`src/bExecPkg.sv`:
```
// B-side execute types: word and immediate widths, ALU opcode enum, logic codes, s2 control structs
package bExecPkg;

    // ALU operand / result word
    typedef logic [31:0] word_t;

    // Instruction immediate field
    typedef logic [15:0] imm16_t;

    // Decoder opcode for the B-side ALU
    typedef enum logic [3:0] {
        addOp  = 4'd0,
        addUOp = 4'd1,
        subOp  = 4'd2,
        subUOp = 4'd3,
        sltOp  = 4'd4,
        sltUOp = 4'd5,
        andOp  = 4'd6,
        orOp   = 4'd7,
        xorOp  = 4'd8,
        norOp  = 4'd9,
        luiOp  = 4'd10
    } bAluOp_t;

    // Logic unit function codes
    localparam logic [1:0] LogicAnd = 2'd0;
    localparam logic [1:0] LogicOr  = 2'd1;
    localparam logic [1:0] LogicXor = 2'd2;
    localparam logic [1:0] LogicNor = 2'd3;

    // ALU controls carried from s1 into s2
    typedef struct packed {
        logic       addDrv;
        logic       setDrv;
        logic       logicDrv;
        logic       subtract;
        logic       signedOp;
        logic       sltSigned;
        logic       sltUnsigned;
        logic [1:0] logicFn;
        logic       lui;
        logic       kill;
    } bCtlS2_t;

    // Cop0 move controls at s2
    typedef struct packed {
        logic mvToCop0;
        logic mvFromCop0;
        logic epcSel;
        logic epcnSel;
    } bCop0S2_t;

endpackage

```
`src/bAluControl.sv`:
```
// B-side ALU control: opcode decode, s1-to-s2 control register, set result, overflow, cop0 moves
`timescale 1ns/100ps

module bAluControl import bExecPkg::*; (
    input  logic     phi1,
    input  logic     rstN,
    input  logic     stall,
    // Cancel levels from the pipeline
    input  logic     kill,
    input  logic     wrong,
    input  bAluOp_t  aluOp,
    // Cop0 move strobes
    input  logic     mvToCop0,
    input  logic     mvFromCop0,
    input  logic     epcSel,
    input  logic     epcnSel,
    // Status back from the datapath
    input  logic     addResMsb,
    input  logic     carryOut,
    input  logic     aMsb,
    input  logic     bMsb,
    // Latch enables
    output logic     latchInputs,
    output logic     cop0Latch,
    output bCtlS2_t  ctlS2,
    output logic     setRes,
    output logic     overflow,
    output logic     cop0BusDrv,
    output logic     resultDrv
);

    bCtlS2_t  ctlS1;
    bCop0S2_t cop0S1;
    bCop0S2_t cop0S2;
    logic     ovflRaw;

    // Operands only move for a live, unstalled instruction
    assign latchInputs = ~(kill | wrong | stall);
    assign cop0Latch   = mvToCop0 & latchInputs;

    // Opcode decode into driver selects and adder controls
    always_comb begin
        ctlS1         = '0;
        ctlS1.kill    = kill | wrong;
        ctlS1.logicFn = LogicAnd;
        case (aluOp)
            addOp: begin
                ctlS1.addDrv   = 1'b1;
                ctlS1.signedOp = 1'b1;
            end
            addUOp: begin
                ctlS1.addDrv = 1'b1;
            end
            subOp: begin
                ctlS1.addDrv   = 1'b1;
                ctlS1.subtract = 1'b1;
                ctlS1.signedOp = 1'b1;
            end
            subUOp: begin
                ctlS1.addDrv   = 1'b1;
                ctlS1.subtract = 1'b1;
            end
            // Set ops compare through the subtractor
            sltOp: begin
                ctlS1.setDrv    = 1'b1;
                ctlS1.subtract  = 1'b1;
                ctlS1.sltSigned = 1'b1;
            end
            sltUOp: begin
                ctlS1.setDrv      = 1'b1;
                ctlS1.subtract    = 1'b1;
                ctlS1.sltUnsigned = 1'b1;
            end
            andOp: begin
                ctlS1.logicDrv = 1'b1;
                ctlS1.logicFn  = LogicAnd;
            end
            orOp: begin
                ctlS1.logicDrv = 1'b1;
                ctlS1.logicFn  = LogicOr;
            end
            xorOp: begin
                ctlS1.logicDrv = 1'b1;
                ctlS1.logicFn  = LogicXor;
            end
            norOp: begin
                ctlS1.logicDrv = 1'b1;
                ctlS1.logicFn  = LogicNor;
            end
            // lui result is the pre-shifted B operand
            luiOp: begin
                ctlS1.logicDrv = 1'b1;
                ctlS1.lui      = 1'b1;
            end
            default: begin
                // Unused codes drive nothing
                ctlS1.logicFn = LogicAnd;
            end
        endcase
    end

    assign cop0S1 = '{
        mvToCop0:   mvToCop0,
        mvFromCop0: mvFromCop0,
        epcSel:     epcSel,
        epcnSel:    epcnSel
    };

    // s1 to s2 register, held under stall
    // Kill still loads so it reaches s2
    always_ff @(posedge phi1) begin
        if (!rstN) begin
            ctlS2  <= '0;
            cop0S2 <= '0;
        end else if (!stall) begin
            ctlS2  <= ctlS1;
            cop0S2 <= cop0S1;
        end
    end

    // Same-sign operands with a sum of the other sign
    assign ovflRaw = (aMsb & bMsb & ~addResMsb) | (~aMsb & ~bMsb & addResMsb);

    // Signed compare corrects the sign with overflow
    // unsigned compare is a borrow, i.e. no carry out
    assign setRes = ((addResMsb ^ ovflRaw) & ctlS2.sltSigned) |
                    (~carryOut & ctlS2.sltUnsigned);

    // Only trapping add/sub report overflow
    assign overflow = ovflRaw & ctlS2.signedOp & ~ctlS2.kill;

    assign resultDrv = (ctlS2.addDrv | ctlS2.setDrv | ctlS2.logicDrv) & ~ctlS2.kill;

    // EPC sources own the cop0 bus when selected
    assign cop0BusDrv = cop0S2.mvFromCop0 & ~cop0S2.epcSel & ~cop0S2.epcnSel;

endmodule

```
`src/bOperandLatch.sv`:
```
// B-side operand block: immediate extension, B operand select, operand and cop0 data latches
`timescale 1ns/100ps

module bOperandLatch import bExecPkg::*; #(
    parameter int DataWidth = 32
) (
    input  logic                 phi1,
    input  logic                 rstN,
    // Enables from the control block
    input  logic                 latchInputs,
    input  logic                 cop0Latch,
    // Immediate handling from decode
    input  logic                 useImm,
    input  logic                 immSigned,
    input  logic                 immShift16,
    input  imm16_t               imm,
    // Register read buses
    input  logic [DataWidth-1:0] sBus,
    input  logic [DataWidth-1:0] tBus,
    output logic [DataWidth-1:0] aOperand,
    output logic [DataWidth-1:0] bOperand,
    output logic [DataWidth-1:0] cop0Data
);

    logic [DataWidth-1:0] immExt;
    logic [DataWidth-1:0] immOut;
    logic [DataWidth-1:0] bSel;

    // Sign or zero extension of the 16-bit field
    assign immExt = immSigned ? DataWidth'($signed(imm)) : DataWidth'(imm);

    // lui form puts the field in the upper half
    assign immOut = immShift16 ? (immExt << 16) : immExt;

    assign bSel = useImm ? immOut : tBus;

    // Operands hold on kill, wrong or stall to save toggles
    always_ff @(posedge phi1) begin
        if (!rstN) begin
            aOperand <= '0;
            bOperand <= '0;
        end else if (latchInputs) begin
            aOperand <= sBus;
            bOperand <= bSel;
        end
    end

    // Move-to-cop0 data, taken straight off T
    always_ff @(posedge phi1) begin
        if (!rstN) begin
            cop0Data <= '0;
        end else if (cop0Latch) begin
            cop0Data <= tBus;
        end
    end

endmodule

```
`src/bAluDatapath.sv`:
```
// B-side ALU datapath: adder with B inversion, logic unit, lui path and result driver select
`timescale 1ns/100ps

module bAluDatapath import bExecPkg::*; #(
    parameter int DataWidth = 32
) (
    input  bCtlS2_t              ctlS2,
    input  logic [DataWidth-1:0] aOperand,
    input  logic [DataWidth-1:0] bOperand,
    // Compare bit from the control block
    input  logic                 setRes,
    output logic [DataWidth-1:0] result,
    // Status for set and overflow logic
    output logic                 addResMsb,
    output logic                 carryOut,
    output logic                 aMsb,
    output logic                 bMsb
);

    logic [DataWidth-1:0] bAdd;
    logic [DataWidth-1:0] sum;
    logic [DataWidth-1:0] logicRes;
    logic [DataWidth-1:0] logicOut;
    logic [DataWidth-1:0] setWord;

    // Subtract is A + ~B + 1
    assign bAdd = ctlS2.subtract ? ~bOperand : bOperand;

    assign {carryOut, sum} = {1'b0, aOperand} + {1'b0, bAdd} +
                             {{DataWidth{1'b0}}, ctlS2.subtract};

    assign addResMsb = sum[DataWidth-1];
    assign aMsb      = aOperand[DataWidth-1];
    // B msb as seen by the adder
    assign bMsb      = bAdd[DataWidth-1];

    // Logic unit
    always_comb begin
        case (ctlS2.logicFn)
            LogicAnd: logicRes = aOperand & bOperand;
            LogicOr:  logicRes = aOperand | bOperand;
            LogicXor: logicRes = aOperand ^ bOperand;
            LogicNor: logicRes = ~(aOperand | bOperand);
            default:  logicRes = aOperand & bOperand;
        endcase
    end

    // Immediate already shifted up by the operand block
    assign logicOut = ctlS2.lui ? bOperand : logicRes;

    // Compare result sits in bit 0
    assign setWord = DataWidth'(setRes);

    // One driver at a time, zero when none selected
    assign result = ({DataWidth{ctlS2.addDrv}}   & sum)     |
                    ({DataWidth{ctlS2.setDrv}}   & setWord) |
                    ({DataWidth{ctlS2.logicDrv}} & logicOut);

endmodule

```
`src/bExecuteUnit.sv`:
```
// B-side execute unit top: control, operand latch and ALU datapath
`timescale 1ns/100ps

module bExecuteUnit import bExecPkg::*; #(
    parameter int DataWidth = 32
) (
    input  logic                 phi1,
    input  logic                 rstN,
    // s1 instruction fields
    input  bAluOp_t              aluOp,
    input  logic                 useImm,
    input  logic                 immSigned,
    input  logic                 immShift16,
    input  imm16_t               imm,
    input  logic [DataWidth-1:0] sBus,
    input  logic [DataWidth-1:0] tBus,
    // Cancel and stall
    input  logic                 kill,
    input  logic                 wrong,
    input  logic                 stall,
    // Cop0 strobes
    input  logic                 mvToCop0,
    input  logic                 mvFromCop0,
    input  logic                 epcSel,
    input  logic                 epcnSel,
    output logic [DataWidth-1:0] result,
    output logic                 resultDrv,
    output logic                 overflow,
    output logic                 cop0BusDrv,
    output logic [DataWidth-1:0] cop0Data
);

    bCtlS2_t              ctlS2;
    logic                 latchInputs;
    logic                 cop0Latch;
    logic                 setRes;
    logic                 addResMsb;
    logic                 carryOut;
    logic                 aMsb;
    logic                 bMsb;
    logic [DataWidth-1:0] aOperand;
    logic [DataWidth-1:0] bOperand;

    bAluControl bAluControl_inst (
        .phi1        (phi1),
        .rstN        (rstN),
        .stall       (stall),
        .kill        (kill),
        .wrong       (wrong),
        .aluOp       (aluOp),
        .mvToCop0    (mvToCop0),
        .mvFromCop0  (mvFromCop0),
        .epcSel      (epcSel),
        .epcnSel     (epcnSel),
        .addResMsb   (addResMsb),
        .carryOut    (carryOut),
        .aMsb        (aMsb),
        .bMsb        (bMsb),
        .latchInputs (latchInputs),
        .cop0Latch   (cop0Latch),
        .ctlS2       (ctlS2),
        .setRes      (setRes),
        .overflow    (overflow),
        .cop0BusDrv  (cop0BusDrv),
        .resultDrv   (resultDrv)
    );

    // Immediate controls go straight from decode
    bOperandLatch #(
        .DataWidth (DataWidth)
    ) bOperandLatch_inst (
        .phi1        (phi1),
        .rstN        (rstN),
        .latchInputs (latchInputs),
        .cop0Latch   (cop0Latch),
        .useImm      (useImm),
        .immSigned   (immSigned),
        .immShift16  (immShift16),
        .imm         (imm),
        .sBus        (sBus),
        .tBus        (tBus),
        .aOperand    (aOperand),
        .bOperand    (bOperand),
        .cop0Data    (cop0Data)
    );

    bAluDatapath #(
        .DataWidth (DataWidth)
    ) bAluDatapath_inst (
        .ctlS2     (ctlS2),
        .aOperand  (aOperand),
        .bOperand  (bOperand),
        .setRes    (setRes),
        .result    (result),
        .addResMsb (addResMsb),
        .carryOut  (carryOut),
        .aMsb      (aMsb),
        .bMsb      (bMsb)
    );

endmodule

```
`config.mk`:
```
export PLATFORM = sky130hd
export DESIGN_NAME = bExecuteUnit
export DESIGN_NICKNAME = d
export VERILOG_FILES = /design/src/bExecPkg.sv /design/src/bAluControl.sv /design/src/bOperandLatch.sv /design/src/bAluDatapath.sv /design/src/bExecuteUnit.sv
export SDC_FILE = /design/constraint.sdc
export NUM_CORES = 1
export LEC_CHECK = 0
export BUFFER_PORTS_ARGS = -buffer_cell sky130_fd_sc_hd__buf_2
export CORE_MARGIN = 5
export CORE_UTILIZATION = 39
export CTS_CLUSTER_DIAMETER = 200
export CTS_CLUSTER_SIZE = 16
export DETAILED_ROUTE_END_ITERATION = 7
export PLACE_DENSITY_LB_ADDON = 0.08
export SKIP_CTS_REPAIR_TIMING = 1
export SLEW_MARGIN = 20
export SYNTH_ARGS = -nofsm -noshare
export SYNTH_HDL_FRONTEND = slang
export SYNTH_SLANG_ARGS = --single-unit
```
`constraint.sdc`:
```
create_clock -name phi1 -period 3.6 [get_ports phi1]
set_clock_uncertainty 0.15 [all_clocks]
set_input_delay 0.18 -clock phi1 [delete_from_list [all_inputs] [get_ports phi1]]
set_output_delay 0.18 -clock phi1 [all_outputs]
set_load 0.01 [all_outputs]
```
# Yosys cells after proc, flatten, opt, wreduce, memory -nomap -nowiden
# Cells that the tools add are included.
[word_totals] out_inout_bits=67 elab_cells=90 register_bits=110
[classes] n_eq_ne=13 reduce_logical=7 n_addsub=2 mux=15 n_bitwise=37
[ops] op="32-bit 2-to-1 mux" n=5
[ops] op="32-bit one-hot mux with 4 select lines" n=1
[ops] op="32-bit bitwise AND" n=3
[ops] op="32-bit OR" n=3
[ops] op="32-bit NOT" n=2
[ops] op="32-bit by 32-bit adder with 33-bit output" n=1
[ops] op="33-bit by 1-bit adder with 33-bit output" n=1
[ops] op="32-bit by 1-bit bitwise AND with 32-bit output" n=1
[ops] op="32-bit bitwise XOR" n=1
[ops] op="4-bit by 3-bit equality test with 1-bit output, second input constant" n=4
[ops] op="1-bit bitwise AND" n=12
[ops] op="4-bit equality test, second input constant" n=3
[ops] op="4-bit by 2-bit equality test with 1-bit output, second input constant" n=2
[ops] op="1-bit 2-to-1 mux" n=8
[ops] op="1-bit NOT" n=8
[ops] op="4-bit OR reduction" n=2
[ops] op="1-bit OR" n=6
[ops] op="2-bit one-hot mux with 3 select lines" n=1
[ops] op="5-bit OR reduction" n=1
[ops] op="2-bit equality test, second input constant" n=2
[ops] op="4-bit by 1-bit equality test with 1-bit output, second input constant" n=1
[ops] op="4-bit zero test" n=1
[ops] op="2-bit OR reduction" n=2
[ops] op="2-bit by 1-bit equality test with 1-bit output, second input constant" n=1
[ops] op="other kinds (2)" n=2

# Longest topological paths before layout
[depth] word_depth=13 ltp_mapped=13

# Hierarchy
# From an unflattened synthesis, not the netlist that was laid out.
[unflattened] hier_cells=1120 hier_area_um2=9362.7
[modules_own_cells] module="bAluDatapath" cells_per_inst=657 instances=1 area_per_inst_um2=4728.3
[modules_own_cells] module="bOperandLatch" cells_per_inst=390 instances=1 area_per_inst_um2=3993.8
[modules_own_cells] module="bAluControl" cells_per_inst=73 instances=1 area_per_inst_um2=640.6

# Worst setup path after synthesis
# No wires, ideal clock.
[synth_timing] path_kind="reg-to-output" startpoint="register, netlist name bAluControl_inst.ctlS2[7]" endpoint="output port result[26]" stages_incl_launch_ff=13 slack_ns=0.001 t_arrival_ns=3.269 required_ns=3.270 path_buffers=2 path_cell_list="dfxtp_1 buf_6 clkbuf_1 xor2_1 fa_1 a21o_1 a221oi_2 o32ai_2 a211oi_2 o21ai_2 a31o_1 a2111o_1 nand3_1"
[synth_via] elab_chain_cells=6
[synth_lines] element="32-bit 2-to-1 mux" line="bAluDatapath.sv:27" source="assign bAdd = ctlS2.subtract ? ~bOperand : bOperand;"
[synth_lines] element="32-bit by 32-bit adder with 33-bit output" line="bAluDatapath.sv:29" source="assign {carryOut, sum} = {1'b0, aOperand} + {1'b0, bAdd} +"
[synth_lines] element="33-bit by 1-bit adder with 33-bit output *" line="bAluDatapath.sv:29"
[synth_lines] element="32-bit bitwise AND *" line="bAluDatapath.sv:55" source="assign result = ({DataWidth{ctlS2.addDrv}} & sum) |"
[synth_lines] element="32-bit OR *" line="bAluDatapath.sv:55"
[synth_lines] element="32-bit OR *" line="bAluDatapath.sv:56" source="({DataWidth{ctlS2.setDrv}} & setWord) |"
[synth_lines] element="end, declared" line="bExecuteUnit.sv:26" source="output logic [DataWidth-1:0] result,"
# Every way passes the cells marked *; elsewhere a longest branch is shown, timed or not.

# Final worst setup path
[layout_timing] startpoint="register, netlist name bAluControl_inst.ctlS2[7]" endpoint="output port result[0]"
[layout_via] elab_chain_cells=12
[layout_lines] element="32-bit 2-to-1 mux" line="bAluDatapath.sv:27"
[layout_lines] element="32-bit by 32-bit adder with 33-bit output" line="bAluDatapath.sv:29"
[layout_lines] element="33-bit by 1-bit adder with 33-bit output" line="bAluDatapath.sv:29"
[layout_lines] element="1-bit NOT" line="bAluControl.sv:122" source="assign ovflRaw = (aMsb & bMsb & ~addResMsb) | (~aMsb & ~bMsb & addResMsb);"
[layout_lines] element="1-bit bitwise AND" line="bAluControl.sv:122"
[layout_lines] element="1-bit OR" line="bAluControl.sv:122"
[layout_lines] element="1-bit bitwise XOR" line="bAluControl.sv:126" source="assign setRes = ((addResMsb ^ ovflRaw) & ctlS2.sltSigned) |"
[layout_lines] element="1-bit bitwise AND" line="bAluControl.sv:126"
[layout_lines] element="1-bit OR" line="bAluControl.sv:126"
[layout_lines] element="32-bit by 1-bit bitwise AND with 32-bit output" line="bAluDatapath.sv:56"
[layout_lines] element="32-bit OR *" line="bAluDatapath.sv:55"
[layout_lines] element="32-bit OR *" line="bAluDatapath.sv:56"
# Marked as above.

==> out/results.ini <==
[status]
status = finished, violations left
violations = setup timing

[yosys]
synthSimpleGateAreaFrac = 0.210
postSynthNetCount = 1439
yosysSeqAreaShare = 0.242
synth-edff-count = 0
ys_async_sr_fraction = 0
synth_common_cells = nand2_1, dfxtp_1, inv_1
syn_area_um2 = 9100
ys.flop_type = dfxtp_1
synth_compound_area_frac = 0.271
synth.most_common_cell = nand2_1
avgSynthCellArea_um2 = 7.30
synth-xor-area-share = 0.0529
yosys_register_bits = 110
yosysTopAreaCell = dfxtp_1
netlist_instances = 1246
synth_cell_types = 74
yosysTopAreaCellShare = 0.242
synthMuxAreaShare = 0.0105
yosys-top-cells-area = dfxtp_1, ha_1, nand2_1
synth_top_family_by_area = compound AO/OA/AOI/OAI gates
yosysWarnings = 0
synth_adder_area_share = 0.134

[critical_path]
cp.required_ns = 3.27
crit_slowest_cell = dfxtp_4
critical_path.cell_chain = buf_8, xor2_1, ha_1, buf_6, a21o_1, a31oi_4, a2111oi_4, o41ai_4, o221ai_1, and4bb_4, mux2i_1, o211ai_2, buf_2
cpPeakStageDelay_ns = 0.44
worst-path-max-fanout = 6
r2r_start = bAluControl_inst.ctlS2[3]
worstSetupStartpointType = flop
regToRegEndpoint = bAluControl_inst.ctlS2[3]
reg2regPathDepth = 2
cp.arrival_ns = 3.40
r2r_slack_ns = 2.24
crit_path_end_kind = primary output
crit_type = flop to primary output

[cts]
cts_tree = yes
clockBufferDepth = 2
cts-root-buf = clkbuf_16
cts_buffers = 9
h-tree-depth = 3
clk_pin_slew_ns = 0.09
clk_latency_ns = 0.36
cts.sinks = 110

[hold_path]
whs_path_depth = 3
hold_class = primary input to flop
whs_endpoint = bAluControl_inst.ctlS2[4]
hp-start = aluOp[0]

[power]
p_sw_mw = 1.02
p_leak_nw = 5.12
power.share.clock = 0.340
ir_drop_v = 0.000215
cellPowerDensity_nw_per_um2 = 264
power_frac_seq = 0.419
p_sw_frac = 0.327
internal_power_mw = 2.10
comb_power_share = 0.241

[floorplan]
start_util = 0.399
fp.dieArea_um2 = 26500
fp-row-count = 55
die_h_um = 163
chipWidth_um = 163
io_pins = 163
coreArea_um2 = 22800

[cells_and_area]
drive_gt1_frac = 0.203
antenna_cells = 0
design_area_um2 = 11800
fill_cells = 2234
nets = 1672
syn_to_final_growth_pct = 30.1

[timing]
period_minus_slack_ns = 3.73
hold_viol = 0
tightest_slew_ns = 0.847
slew_violations = 0
finalSetupViolCount = 8
timing.fmax_mhz = 268
holdWs_ns = 0.0189
fin_crit_sh = 1.04
timing.slew.headroom = 0.433
setup_ws_ns = -0.129
grt_setup_unrepaired = yes

[place]
placed_area_um2 = 10400
place_hpwl_mm = 22.6
io_buffers = 162
post-place-ws_ns = 0.0919
gp_congestion = 0.910

[grt]
grt_pass1_wl_mm = 46.1
grt_pass1_vias = 8472
grt_util_all_layers = 0.218
grt_max_degree = 57
antenna_found_initial = 0
grt_remaining_overflow = 0

[detailed_routing]
final_antenna_net_count = 0
drt_iter0_drc = 394
vias_per_cell = 5.13
drcViolationCount = 0
wl_mm = 30.1
first_pass_iters = 7
wl_per_cell_um = 16.8
num_vias = 9220

[job]
maxCapViolations = 0

-- worst max-delay path by stage --
stage                                         start    endpoint  slack, ns
final                     bAluControl_inst.ctlS2[7]   result[0]      -0.13
after global routing      bAluControl_inst.ctlS2[7]   result[0]      -0.30
after CTS                 bAluControl_inst.ctlS2[7]    overflow      -0.32
after detailed placement  bAluControl_inst.ctlS2[7]    overflow       0.09
after global placement    bAluControl_inst.ctlS2[7]    overflow       0.15
after floorplan           bAluControl_inst.ctlS2[7]  result[26]      0.001
-- logic make-up after synthesis --
group / after synthesis
and+or+nand+nor: 419
buffers and inverters: 190
muxes: 9
DFF: 110
adders and majority gates: 97
xor gates and xnor gates: 55
AOI/OAI and AO/OA: 366
-- metrics by stage --
stage / setup TNS [ns] / util / power [mW] / std cells
finish: -0.640 / 0.520 / 3.13 / 1797
global route: -2.18 / 0.520 / 3.30 / 1797
CTS: -2.50 / 0.472 / 3.07 / 1712
detailed placement: 0 / 0.459 / 1.99 / 1696
global placement: 0 / 0.459 / 1.98 / 1696
floorplan: 0 / - / 1.73 / 1246
-- metal layers --
| layer | global-route usage | part of all wire |
|---|---|---|
| met4 | 0.0393 | 0.011 |
| met3 | 0.0519 | 0.060 |
| met2 | 0.333 | 0.44 |
| met1 | 0.315 | 0.49 |
| met5 | 0 | 0 |
-- critical path, delay by kind of cell (launching register included) --
family | cells | cell delay (ns)
muxes | 1 | 0.22
AOI/OAI and AO/OA | 6 | 1.13
xor gates and xnor gates | 1 | 0.17
buffers and inverters | 3 | 0.43
and+or+nand+nor | 1 | 0.36
DFF | 1 | 0.44
adders and majority gates | 1 | 0.28
-- cell type report --
cell class                 count  area, um2  share of cell area
sequential                   110       2210               0.187
clock inverter                 7       82.6             0.00698
clock buffer                   9        225              0.0190
tap                          313        392              0.0331
multi-input combinational    946       6390               0.540
timing repair buffer         304       2130               0.180
inverter                     108        405              0.0343
-- registers in the layout, summed over array words and instances (netlist names) --
register,count
bOperandLatch_inst.cop0Data,32
bAluControl_inst.cop0S2,3
bAluControl_inst.ctlS2,11
bOperandLatch_inst.aOperand,32
bOperandLatch_inst.bOperand,32
-- placed cells by master, fill, tap and decap left out, types with 3 or more instances in the layout --
cell | Yosys | routed
buf_4 | 0 | 66
a21oi_1 | 70 | 62
o31ai_1 | 14 | 14
clkinv_8 | 0 | 3
a211oi_1 | 4 | 4
dlygate4sd3_1 | 0 | 67
o21ai_0 | 98 | 92
nand4_1 | 9 | 9
buf_2 | 0 | 161
xor2_1 | 45 | 42
and3_1 | 5 | 5
nor2b_1 | 47 | 47
xnor2_1 | 10 | 10
ha_4 | 0 | 3
and2_1 | 4 | 4
xor2_2 | 0 | 3
inv_1 | 107 | 107
ha_1 | 96 | 92
nor3_1 | 28 | 27
nand3_1 | 9 | 7
dfxtp_1 | 110 | 107
nand2b_1 | 5 | 5
a21boi_0 | 65 | 65
o21bai_1 | 4 | 4
nor3b_1 | 16 | 16
buf_6 | 1 | 5
clkbuf_16 | 0 | 11
a221oi_1 | 15 | 15
mux2i_1 | 8 | 8
a21oi_2 | 1 | 7
o21ai_1 | 8 | 14
o21a_1 | 4 | 4
o211ai_1 | 36 | 36
nor2_1 | 64 | 63
a21o_1 | 9 | 9
nand2_1 | 218 | 216
-- power groups by stage --
stage	clock (mW)	sequential, mW	combinational (mW)
after floorplan	0	1.32	0.407
after global placement	0	1.34	0.643
after detailed placement	0	1.34	0.649
after CTS	1.11	1.31	0.652
after global routing	1.15	1.32	0.836
final	1.06	1.31	0.753
Power figures use the tool's default switching activity.
